### src/icache_defines.svh
// Instruction cache geometry macros: address, set, line and word sizes
`ifndef ICACHE_DEFINES_SVH
`define ICACHE_DEFINES_SVH

// Fetch address width in bits
`define ICACHE_ADDR_W 32

// Direct-mapped storage, one line per set
`define ICACHE_SETS 8

// Words held by one line
`define ICACHE_WORDS 8

// Instruction word width
`define ICACHE_WORD_W 32

// Index widths, log2 of sets and words
`define ICACHE_SET_BITS 3
`define ICACHE_WORD_BITS 3

// Byte offset inside a word, ignored on fetch
`define ICACHE_BYTE_BITS 2

`endif

### src/icache_addr_pkg.sv
// Address package: fetch address field types and the instruction word type
`default_nettype none

`include "icache_defines.svh"

package icache_addr_pkg;

  // Full byte address as seen on the fetch ports
  typedef logic [`ICACHE_ADDR_W-1:0] addr_t;

  // Tag sits above set, word and byte fields
  typedef logic [`ICACHE_ADDR_W-`ICACHE_SET_BITS-`ICACHE_WORD_BITS-`ICACHE_BYTE_BITS-1:0]
    tag_t;

  // Set index
  typedef logic [`ICACHE_SET_BITS-1:0] set_idx_t;

  // Word within a line
  typedef logic [`ICACHE_WORD_BITS-1:0] word_idx_t;

  // One instruction
  typedef logic [`ICACHE_WORD_W-1:0] instr_t;

endpackage

`default_nettype wire

### src/icache_ctrl_pkg.sv
// Control package: line data type, line state and refill FSM state enums
`default_nettype none

`include "icache_defines.svh"

package icache_ctrl_pkg;

  // Whole cache line, word 0 in the low bits
  typedef logic [`ICACHE_WORDS*`ICACHE_WORD_W-1:0] line_t;

  // Per-set validity
  typedef enum logic {
    line_invalid = 1'b0,
    line_valid   = 1'b1
  } line_state_e;

  // Refill FSM, one state per handshake phase
  typedef enum logic [1:0] {
    refill_idle    = 2'd0,
    refill_req     = 2'd1,
    refill_release = 2'd2
  } refill_state_e;

endpackage

`default_nettype wire

### src/icache_line_array.sv
// Line array: tag, data and valid storage with two async read ports and one write port
`timescale 1ns/1ps
`default_nettype none

`include "icache_defines.svh"

module icache_line_array (
  input  logic                     cs,
  input  logic                     arst_n,
  // Read port 0
  input  icache_addr_pkg::set_idx_t rd_set_0,
  output icache_addr_pkg::tag_t     rd_tag_0,
  output icache_ctrl_pkg::line_t    rd_line_0,
  output logic                      rd_valid_0,
  // Read port 1
  input  icache_addr_pkg::set_idx_t rd_set_1,
  output icache_addr_pkg::tag_t     rd_tag_1,
  output icache_ctrl_pkg::line_t    rd_line_1,
  output logic                      rd_valid_1,
  // Line write from the refill controller
  input  logic                      wr_en,
  input  icache_addr_pkg::set_idx_t wr_set,
  input  icache_addr_pkg::tag_t     wr_tag,
  input  icache_ctrl_pkg::line_t    wr_line
);
  import icache_addr_pkg::*;
  import icache_ctrl_pkg::*;

  tag_t        tag_mem   [`ICACHE_SETS];
  line_t       data_mem  [`ICACHE_SETS];
  line_state_e state_q   [`ICACHE_SETS];

  // Payload storage, written whole-line
  always_ff @(posedge cs) begin
    if (wr_en) begin
      tag_mem[wr_set]  <= wr_tag;
      data_mem[wr_set] <= wr_line;
    end
  end

  // Valid bits come up invalid and only ever turn valid
  always_ff @(posedge cs or negedge arst_n) begin
    if (!arst_n) begin
      for (int i = 0; i < `ICACHE_SETS; i++) begin
        state_q[i] <= line_invalid;
      end
    end else if (wr_en) begin
      state_q[wr_set] <= line_valid;
    end
  end

  // Asynchronous reads
  assign rd_tag_0   = tag_mem[rd_set_0];
  assign rd_line_0  = data_mem[rd_set_0];
  assign rd_valid_0 = (state_q[rd_set_0] == line_valid);

  assign rd_tag_1   = tag_mem[rd_set_1];
  assign rd_line_1  = data_mem[rd_set_1];
  assign rd_valid_1 = (state_q[rd_set_1] == line_valid);

  // Controller must stay quiet while the array is held in reset
  a_no_write_in_reset: assert property (
    @(posedge cs) !arst_n |-> !wr_en
  ) else $error("line array written during reset");

endmodule

`default_nettype wire

### src/icache_lookup.sv
// Fetch port lookup: address split, tag compare, hit, word select and miss report
`timescale 1ns/1ps
`default_nettype none

`include "icache_defines.svh"

module icache_lookup (
  // Fetch side
  input  logic                      read,
  input  icache_addr_pkg::addr_t    addr,
  output logic                      hit,
  output icache_addr_pkg::instr_t   instr,
  // Array side
  output icache_addr_pkg::set_idx_t set,
  input  icache_addr_pkg::tag_t     line_tag,
  input  icache_ctrl_pkg::line_t    line_data,
  input  logic                      line_valid,
  // Controller side
  output logic                      miss,
  output icache_addr_pkg::tag_t     miss_tag
);
  import icache_addr_pkg::*;

  localparam int WORD_LSB = `ICACHE_BYTE_BITS;
  localparam int SET_LSB  = WORD_LSB + `ICACHE_WORD_BITS;
  localparam int TAG_LSB  = SET_LSB + `ICACHE_SET_BITS;

  tag_t      addr_tag;
  word_idx_t word_sel;
  logic      match;

  // Byte offset bits are dropped
  assign addr_tag = addr[`ICACHE_ADDR_W-1:TAG_LSB];
  assign set      = addr[TAG_LSB-1:SET_LSB];
  assign word_sel = addr[SET_LSB-1:WORD_LSB];

  assign match = line_valid && (line_tag == addr_tag);

  assign hit      = read && match;
  assign instr    = hit ? line_data[word_sel*`ICACHE_WORD_W +: `ICACHE_WORD_W] : '0;
  assign miss     = read && !match;
  assign miss_tag = addr_tag;

endmodule

`default_nettype wire

### src/icache_refill_ctrl.sv
// Refill controller: miss arbitration, four-phase memory handshake and line write
`timescale 1ns/1ps
`default_nettype none

`include "icache_defines.svh"

module icache_refill_ctrl (
  input  logic                      cs,
  input  logic                      arst_n,
  // Misses from the two lookups
  input  logic                      miss_0,
  input  icache_addr_pkg::tag_t     miss_tag_0,
  input  icache_addr_pkg::set_idx_t miss_set_0,
  input  logic                      miss_1,
  input  icache_addr_pkg::tag_t     miss_tag_1,
  input  icache_addr_pkg::set_idx_t miss_set_1,
  // Backing memory
  output logic                      mem_req,
  output icache_addr_pkg::addr_t    mem_addr,
  input  logic                      mem_ack,
  input  icache_ctrl_pkg::line_t    mem_line,
  // Array write port
  output logic                      wr_en,
  output icache_addr_pkg::set_idx_t wr_set,
  output icache_addr_pkg::tag_t     wr_tag,
  output icache_ctrl_pkg::line_t    wr_line
);
  import icache_addr_pkg::*;
  import icache_ctrl_pkg::*;

  refill_state_e state_q;
  tag_t          tgt_tag_q;
  set_idx_t      tgt_set_q;

  // FSM
  always_ff @(posedge cs or negedge arst_n) begin
    if (!arst_n) begin
      state_q <= refill_idle;
    end else begin
      case (state_q)
        refill_idle: begin
          // Misses are live from the array, so a line just filled no longer shows here
          if (miss_0 || miss_1) begin
            state_q <= refill_req;
          end
        end
        refill_req: begin
          if (mem_ack) begin
            state_q <= refill_release;
          end
        end
        refill_release: begin
          // Wait for ack low before a new request
          if (!mem_ack) begin
            state_q <= refill_idle;
          end
        end
        default: state_q <= refill_idle;
      endcase
    end
  end

  // Target line, port 0 first
  always_ff @(posedge cs) begin
    if (state_q == refill_idle) begin
      if (miss_0) begin
        tgt_tag_q <= miss_tag_0;
        tgt_set_q <= miss_set_0;
      end else if (miss_1) begin
        tgt_tag_q <= miss_tag_1;
        tgt_set_q <= miss_set_1;
      end
    end
  end

  assign mem_req  = (state_q == refill_req);
  // Line-aligned, word and byte bits zero
  assign mem_addr = {tgt_tag_q, tgt_set_q, {(`ICACHE_WORD_BITS + `ICACHE_BYTE_BITS){1'b0}}};

  // Line lands in the array on the ack edge
  assign wr_en   = mem_req && mem_ack;
  assign wr_set  = tgt_set_q;
  assign wr_tag  = tgt_tag_q;
  assign wr_line = mem_line;

  // Handshake ordering on the memory side
  a_req_held_until_ack: assert property (
    @(posedge cs) disable iff (!arst_n)
    mem_req && !mem_ack |=> mem_req
  ) else $error("mem_req dropped before mem_ack");

  a_addr_stable: assert property (
    @(posedge cs) disable iff (!arst_n)
    mem_req && !mem_ack |=> $stable(mem_addr)
  ) else $error("mem_addr changed during request");

endmodule

`default_nettype wire

### src/icache_top.sv
// Instruction cache top: line array, two fetch lookups and the refill controller
`timescale 1ns/1ps
`default_nettype none

`include "icache_defines.svh"

module icache_top (
  input  logic                    cs,
  input  logic                    arst_n,
  // Fetch port 0
  input  logic                    fetch_read_0,
  input  icache_addr_pkg::addr_t  fetch_addr_0,
  output logic                    fetch_hit_0,
  output icache_addr_pkg::instr_t fetch_instr_0,
  // Fetch port 1
  input  logic                    fetch_read_1,
  input  icache_addr_pkg::addr_t  fetch_addr_1,
  output logic                    fetch_hit_1,
  output icache_addr_pkg::instr_t fetch_instr_1,
  // Backing memory
  output logic                    mem_req,
  output icache_addr_pkg::addr_t  mem_addr,
  input  logic                    mem_ack,
  input  icache_ctrl_pkg::line_t  mem_line
);
  import icache_addr_pkg::*;
  import icache_ctrl_pkg::*;

  set_idx_t set_0, set_1;
  tag_t     tag_0, tag_1;
  line_t    line_0, line_1;
  logic     valid_0, valid_1;
  logic     miss_0, miss_1;
  tag_t     miss_tag_0, miss_tag_1;

  logic     wr_en;
  set_idx_t wr_set;
  tag_t     wr_tag;
  line_t    wr_line;

  icache_line_array array (
    .cs        (cs),
    .arst_n    (arst_n),
    .rd_set_0  (set_0),
    .rd_tag_0  (tag_0),
    .rd_line_0 (line_0),
    .rd_valid_0(valid_0),
    .rd_set_1  (set_1),
    .rd_tag_1  (tag_1),
    .rd_line_1 (line_1),
    .rd_valid_1(valid_1),
    .wr_en     (wr_en),
    .wr_set    (wr_set),
    .wr_tag    (wr_tag),
    .wr_line   (wr_line)
  );

  icache_lookup lookup_0 (
    .read      (fetch_read_0),
    .addr      (fetch_addr_0),
    .hit       (fetch_hit_0),
    .instr     (fetch_instr_0),
    .set       (set_0),
    .line_tag  (tag_0),
    .line_data (line_0),
    .line_valid(valid_0),
    .miss      (miss_0),
    .miss_tag  (miss_tag_0)
  );

  icache_lookup lookup_1 (
    .read      (fetch_read_1),
    .addr      (fetch_addr_1),
    .hit       (fetch_hit_1),
    .instr     (fetch_instr_1),
    .set       (set_1),
    .line_tag  (tag_1),
    .line_data (line_1),
    .line_valid(valid_1),
    .miss      (miss_1),
    .miss_tag  (miss_tag_1)
  );

  icache_refill_ctrl refill (
    .cs        (cs),
    .arst_n    (arst_n),
    .miss_0    (miss_0),
    .miss_tag_0(miss_tag_0),
    .miss_set_0(set_0),
    .miss_1    (miss_1),
    .miss_tag_1(miss_tag_1),
    .miss_set_1(set_1),
    .mem_req   (mem_req),
    .mem_addr  (mem_addr),
    .mem_ack   (mem_ack),
    .mem_line  (mem_line),
    .wr_en     (wr_en),
    .wr_set    (wr_set),
    .wr_tag    (wr_tag),
    .wr_line   (wr_line)
  );

endmodule

`default_nettype wire

### config.mk
export PLATFORM = sky130hd
export DESIGN_NAME = icache_top
export DESIGN_NICKNAME = d
export VERILOG_FILES = /design/src/icache_addr_pkg.sv /design/src/icache_ctrl_pkg.sv /design/src/icache_line_array.sv /design/src/icache_lookup.sv /design/src/icache_refill_ctrl.sv /design/src/icache_top.sv
export VERILOG_INCLUDE_DIRS = /design/src /design/src/src
export SDC_FILE = /design/constraint.sdc
export NUM_CORES = 2
export LEC_CHECK = 0
export ABC_CLOCK_PERIOD_IN_PS = 40900
export BUFFER_PORTS_ARGS = -buffer_cell sky130_fd_sc_hd__buf_2
export CORE_ASPECT_RATIO = 0.9
export CORE_MARGIN = 8
export CORE_UTILIZATION = 50
export DETAILED_ROUTE_END_ITERATION = 8
export HOLD_SLACK_MARGIN = 0.05
export PLACE_DENSITY = 0.78
export SYNTH_ARGS = -nofsm -noshare
export SYNTH_HDL_FRONTEND = slang
export SYNTH_SLANG_ARGS = --single-unit
### constraint.sdc
create_clock -name cs -period 40.9 [get_ports cs]
set_input_delay 4.09 -clock cs [delete_from_list [all_inputs] [get_ports cs]]
set_output_delay 4.09 -clock cs [all_outputs]
set_load 0.05 [all_outputs]
; ---- Word-level counts from Yosys, hierarchy flattened
; Memories as Yosys holds them, arrays and structs flattened.
; Cells that the tools add are included.
[classes]
addsub = 0
multipliers = 0
n_div = 0
order_cmp = 4
eq_ne = 7
shift = 2
mux = 20
bitwise_logic = 4
n_reduce_logical = 15
[op_table]
columns = op, n
row1 = indexed part select 256 x 9 -> 32 bit, 2
row2 = two-way mux 32 bit, 2
row3 = == test 24 bit, 2
row4 = two-way mux 24 bit, 2
row5 = "greater-or-equal comparator 4 bit, second input constant", 3
row6 = NOT 3 -> 4 bit, 3
row7 = logical AND 1 bit, 8
row8 = OR 8 bit, 1
row9 = two-way mux 1 bit, 7
row10 = binary-select mux 1 bit (select 3 bit), 2
row11 = two-way mux 2 bit, 3
row12 = two-way mux 3 bit, 2
row13 = case mux 2 bit (3 select lines), 1
row14 = "< comparator 4 x 1 -> 1 bit, second input constant", 1
row15 = "inequality test 2 bit, second input constant", 2
row16 = demux 1 bit (select 3 bit), 1
row17 = AND reduction 3 bit, 1
row18 = "== test 2 x 1 -> 1 bit, second input constant", 1
row19 = "== test 2 bit, second input constant", 1
row20 = logical NOT 1 bit, 2
row21 = logical NOT 2 bit, 1
row22 = "inequality test 2 x 1 -> 1 bit, second input constant", 1
row23 = AND reduction 2 bit, 1
row24 = nonzero test 2 bit, 1
row25 = logical OR 1 bit, 1
[word_totals]
ff_bits = 37
latchBits = 0
ramBits = 2240
mem_bits_ro = 0
inputBits = 325
output_inout_bits = 99
word_cells = 65
memories = 2
[memory_table]
columns = name, depth, word_bits, rd, rd_clocked_by_memory_dff, write_ports, line_no
row1 = array.data_mem, 8, 256, 2, 0, 1, icache_line_array.sv:30  ; line_t data_mem [`ICACHE_SETS];
row2 = array.tag_mem, 8, 24, 2, 0, 1, icache_line_array.sv:29  ; tag_t tag_mem [`ICACHE_SETS];

; ---- Depth between registers and ports, before layout
[depth]
depth_word = 10
mapped_depth = 13

; ---- Cells and area by module
; A second synthesis with hierarchy kept.
[unflattened]
hier_cells = 5060
hier_area_um2 = 109764.0
[modules_own_cells]
columns = module, n_inst, cells_each, area_per_inst_um2, seq_area_each_um2
row1 = icache_line_array, 1, 4272, 100886.8, 67464.7
row2 = icache_lookup, 2, 216, 2713.9, 0.0
row3 = icache_refill_ctrl, 1, 356, 3449.6, 860.8

; ---- Worst setup path before layout
; OpenSTA, ideal clock, no wires.
[synth_path]
kind = input -> register
from = input mem_ack
to = register array.state_q[6] (netlist name)
setup_ps = 178
arrival_time_ps = 24735
t_required_ps = 40722
slack_ps = 15987
path_stages = 3
path_buffers = 0
path_cell_list = nand3_1 -> nor3_1 -> or2_2
[synth_between]
elab_chain_len = 1
[synth_lines]
columns = item, line_no
row1 = "start, declared", icache_top.sv:23  ; input logic mem_ack,
row2 = logical AND 1 bit, icache_refill_ctrl.sv:81  ; assign wr_en = mem_req && mem_ack;
row3 = "end signal, assigned by index", icache_line_array.sv:45  ; state_q[i] <= line_invalid;
row4 = "end signal, assigned by index", icache_line_array.sv:48  ; state_q[wr_set] <= line_valid;
row5 = "end, declared", icache_line_array.sv:31  ; line_state_e state_q [`ICACHE_SETS];
; Every way passes these cells.
; A chain may end at the register's enable or synchronous reset.

; ---- Final worst setup path
[layout_path]
from = input fetch_addr_0[5]
to = output fetch_instr_0[8]
[layout_between]
elab_chain_len = 7
word_cells_on_any_way = 11
cone_classes = eq/ne (1) / shift (1) / mux (4) / bitwise (1) / reduce/logical (2) / memory (2)
[layout_lines]
columns = item, line_no
row1 = "start, declared", icache_top.sv:12  ; input icache_addr_pkg::addr_t fetch_addr_0,
row2 = "parallel branches: the longest is 6 deep, another holds memory (8 x 256 bit)", n/a
row3 = two-way mux 32 bit *, icache_lookup.sv:40  ; assign instr = hit ? line_data[word_sel*`ICACHE_WORD_W +: `ICACHE_WORD_W] : '0;
row4 = "end, declared", icache_top.sv:14  ; output icache_addr_pkg::instr_t fetch_instr_0,
; Mark *: on every way between the ends. The select of a mux whose other input is x is not followed.

==> summary.txt <==
Worst slack, placed - 26,420 ps
Gr ovfl total - 0
I/O pin count - 424
Via density per instance - 6.90
Max Cap Viol - 0
Static Leak - 0.0365 uW
Ranking of synthesized cells by area - edfxtp_1 65%, mux4_2 31%, mux2i_1 0.75%
Drt drc - 0
Via count - 53,600
Yosys cell types - 39
CTS resizes - 0
EDFF count, synth - 2,267
Chip Height - 450 um
WHS - 487 ps
ANT nets after route - 0
Hold Vio Cnt, Final - 0
Footprint of the multi-input gates - 34,700 um2
Max Clk Rate - 0.0694 GHz
Mapped Cells - 4,383
Post-Place Cells - 7,281
Syn_area_per_cell - 23.9 um2
Initial Util - 50.2%
Fin nets - 5,094
Startpoint Class - input pin
Crit path time final - 14,400 ps
Worst Path Max Fanout - 100
# H-tree levels - 4
HP Class - flip-flop to flip-flop
Share of layout cells above drive strength 1 - 46.0%
DP HPWL - 163 mm
CTS sink cnt - 2,277
Core area - 208,000 um2
Vias in the first global route - 55,000
Fill cell count - 14,600
Area delta synth->final - 11.7%
CTS clock-pin slew for the worst setup and hold paths - 60 ps
Global-route wire length before repair - 402 mm
Routed WL - 279 mm
Commonest non-fill, non-tap cell in the layout - edfxtp_1
Post-CTS setup buffers - 0
Least-Margin Pin Slew - 1350 ps
Average wire per standard cell - 36.0 um
Mapped cell area - 105,000 um2
CTS root buf - clkbuf_16
Min setup slack post-route - 26,500 ps
Top-area cell type share of the netlist area - 65.1%
Yosys reg bits - 2,277
CP arrival - 10,310 ps
DRT iter0 DRCs - 7,408
Worst-case vdd ir drop - 0.0000394 V
Largest net degree at the start of global routing - 137
RSZ-0062 raised after global routing - false
Req. time, crit path - 36,810 ps
Synth Flop Type - edfxtp_1
Final period utilization - 35.2%
Worst skew pair latency - 850 ps
Antenna violations before repair - 162
Sequential area share after synthesis - 65.3%
CP Capture Type - primary output
Number of setup violations in the final report - 0
Total die area - 224,000 um2
Reg area - 68,300 um2
Total power - 5430 uW
Drt pass-1 iters - 5
PwrDens - 46.5 nW/um2
Commonest cells after routing, fill and taps aside - 2,267 x edfxtp_1, 1,419 x mux4_2, 404 x buf_2, 227 x clkbuf_16, 78 x mux2i_1
Ys Warns - 0
Die W - 498 um
Run status - complete, no violations
CTS tree - done
Placement Rows - 159
Global placement routability congestion - 0.818
Deepest clock path buffer count - 3
Fraction of registers with async set/reset - 0.439%
Biggest area consumer among synthesized cells - edfxtp_1
Total Neg Setup Slack - 0 ps
Max Slew Vio Count - 0
Fin cells - 7,771
Hold-fix buffers, CTS - 0
Critical path class - input pin to primary output
Port buffer count - 414
Clock Skews - 37.5 ps
Slew headroom - 10.0%
TritonCTS Buffers - 223
Total Routing Usage GR - 24.5%
==> cells in the mapped netlist, types with 3 or more instances <==
master,n
a22oi_1,9
nor2b_1,75
inv_1,5
xnor2_1,9
buf_6,10
dfrtp_1,10
a21oi_1,4
mux4_2,1419
edfxtp_1,2267
buf_2,136
nand2_1,7
mux2_2,29
clkbuf_1,130
and3_1,3
and2_1,3
xor2_1,35
nor4_1,5
mux2i_1,78
buf_4,29
nand3_1,7
nor2_1,13
buf_1,43
a211oi_1,23
or2_2,8
nand4_1,7
==> state kept, by name (all words and copies together), names as in the netlist <==
signal and count:
refill.wr_tag 24, array.state_q 8, refill.state_q 2, array.tag_mem 192, array.data_mem 2048, refill.wr_set 3
==> cells by family after synthesis <==
group	synth area share (%)
DFF	65.3
muxes	31.6
buffers and inverters	1.61
and+or+nand+nor	0.744
AOI/OAI and AO/OA	0.340
xor gates and xnor gates	0.368
other	0.00359
==> power breakdown <==
group	internal, uW	switching, uW	leakage (uW)
clock network	1150	876	0.00351
logic	265	350	0.0124
registers	2730	63.1	0.0206
total	4140	1290	0.0365
==> through the flow <==
step	area, um2	util [%]
after floorplan	105000	-
final	117000	56.1
after global placement	109000	52.6
after detailed placement	109000	52.6
after global routing	117000	56.1
after CTS	117000	56.0
==> metal layers <==
layer,track usage [%],wire [um]
met5,0,501
met4,10.6,11600
met3,7.62,33400
met2,37.4,133000
met1,32.9,101000
==> area by class of cell <==
cell class | count | area share [%]
repair buffers | 505 | 2.61
inverters | 5 | 0.0161
well taps | 2737 | 2.93
clock inverters | 144 | 1.13
clock buffers | 268 | 4.99
multi-input cells | 1757 | 29.7
diodes | 78 | 0.167
flip-flops and latches | 2277 | 58.5
==> worst max-delay path, stage by stage <==
cell and delay, ps:
buf_8 560, buf_4 690, buf_4 830, buf_12 620, buf_4 850, mux4_2 610
mux4_2 580, mux4_2 510, nor2b_1 200, buf_2 270
==> final timing paths <==
kind                                    from                     end  slack, ps  depth (start not counted)
setup / recovery             fetch_addr_0[5]        fetch_instr_0[8]      26500                         10
hold / removal              array.state_q[3]        array.state_q[3]        490                          1
setup reg to reg           refill.state_q[0]  array.data_mem[1][200]      35690                          8
hold reg to reg             array.state_q[3]        array.state_q[3]        490                          1
max in group asynchronous             arst_n        array.state_q[3]      37570                          1
min in group asynchronous             arst_n       refill.state_q[1]       3110                          1
Power figures use the tool's default switching activity.
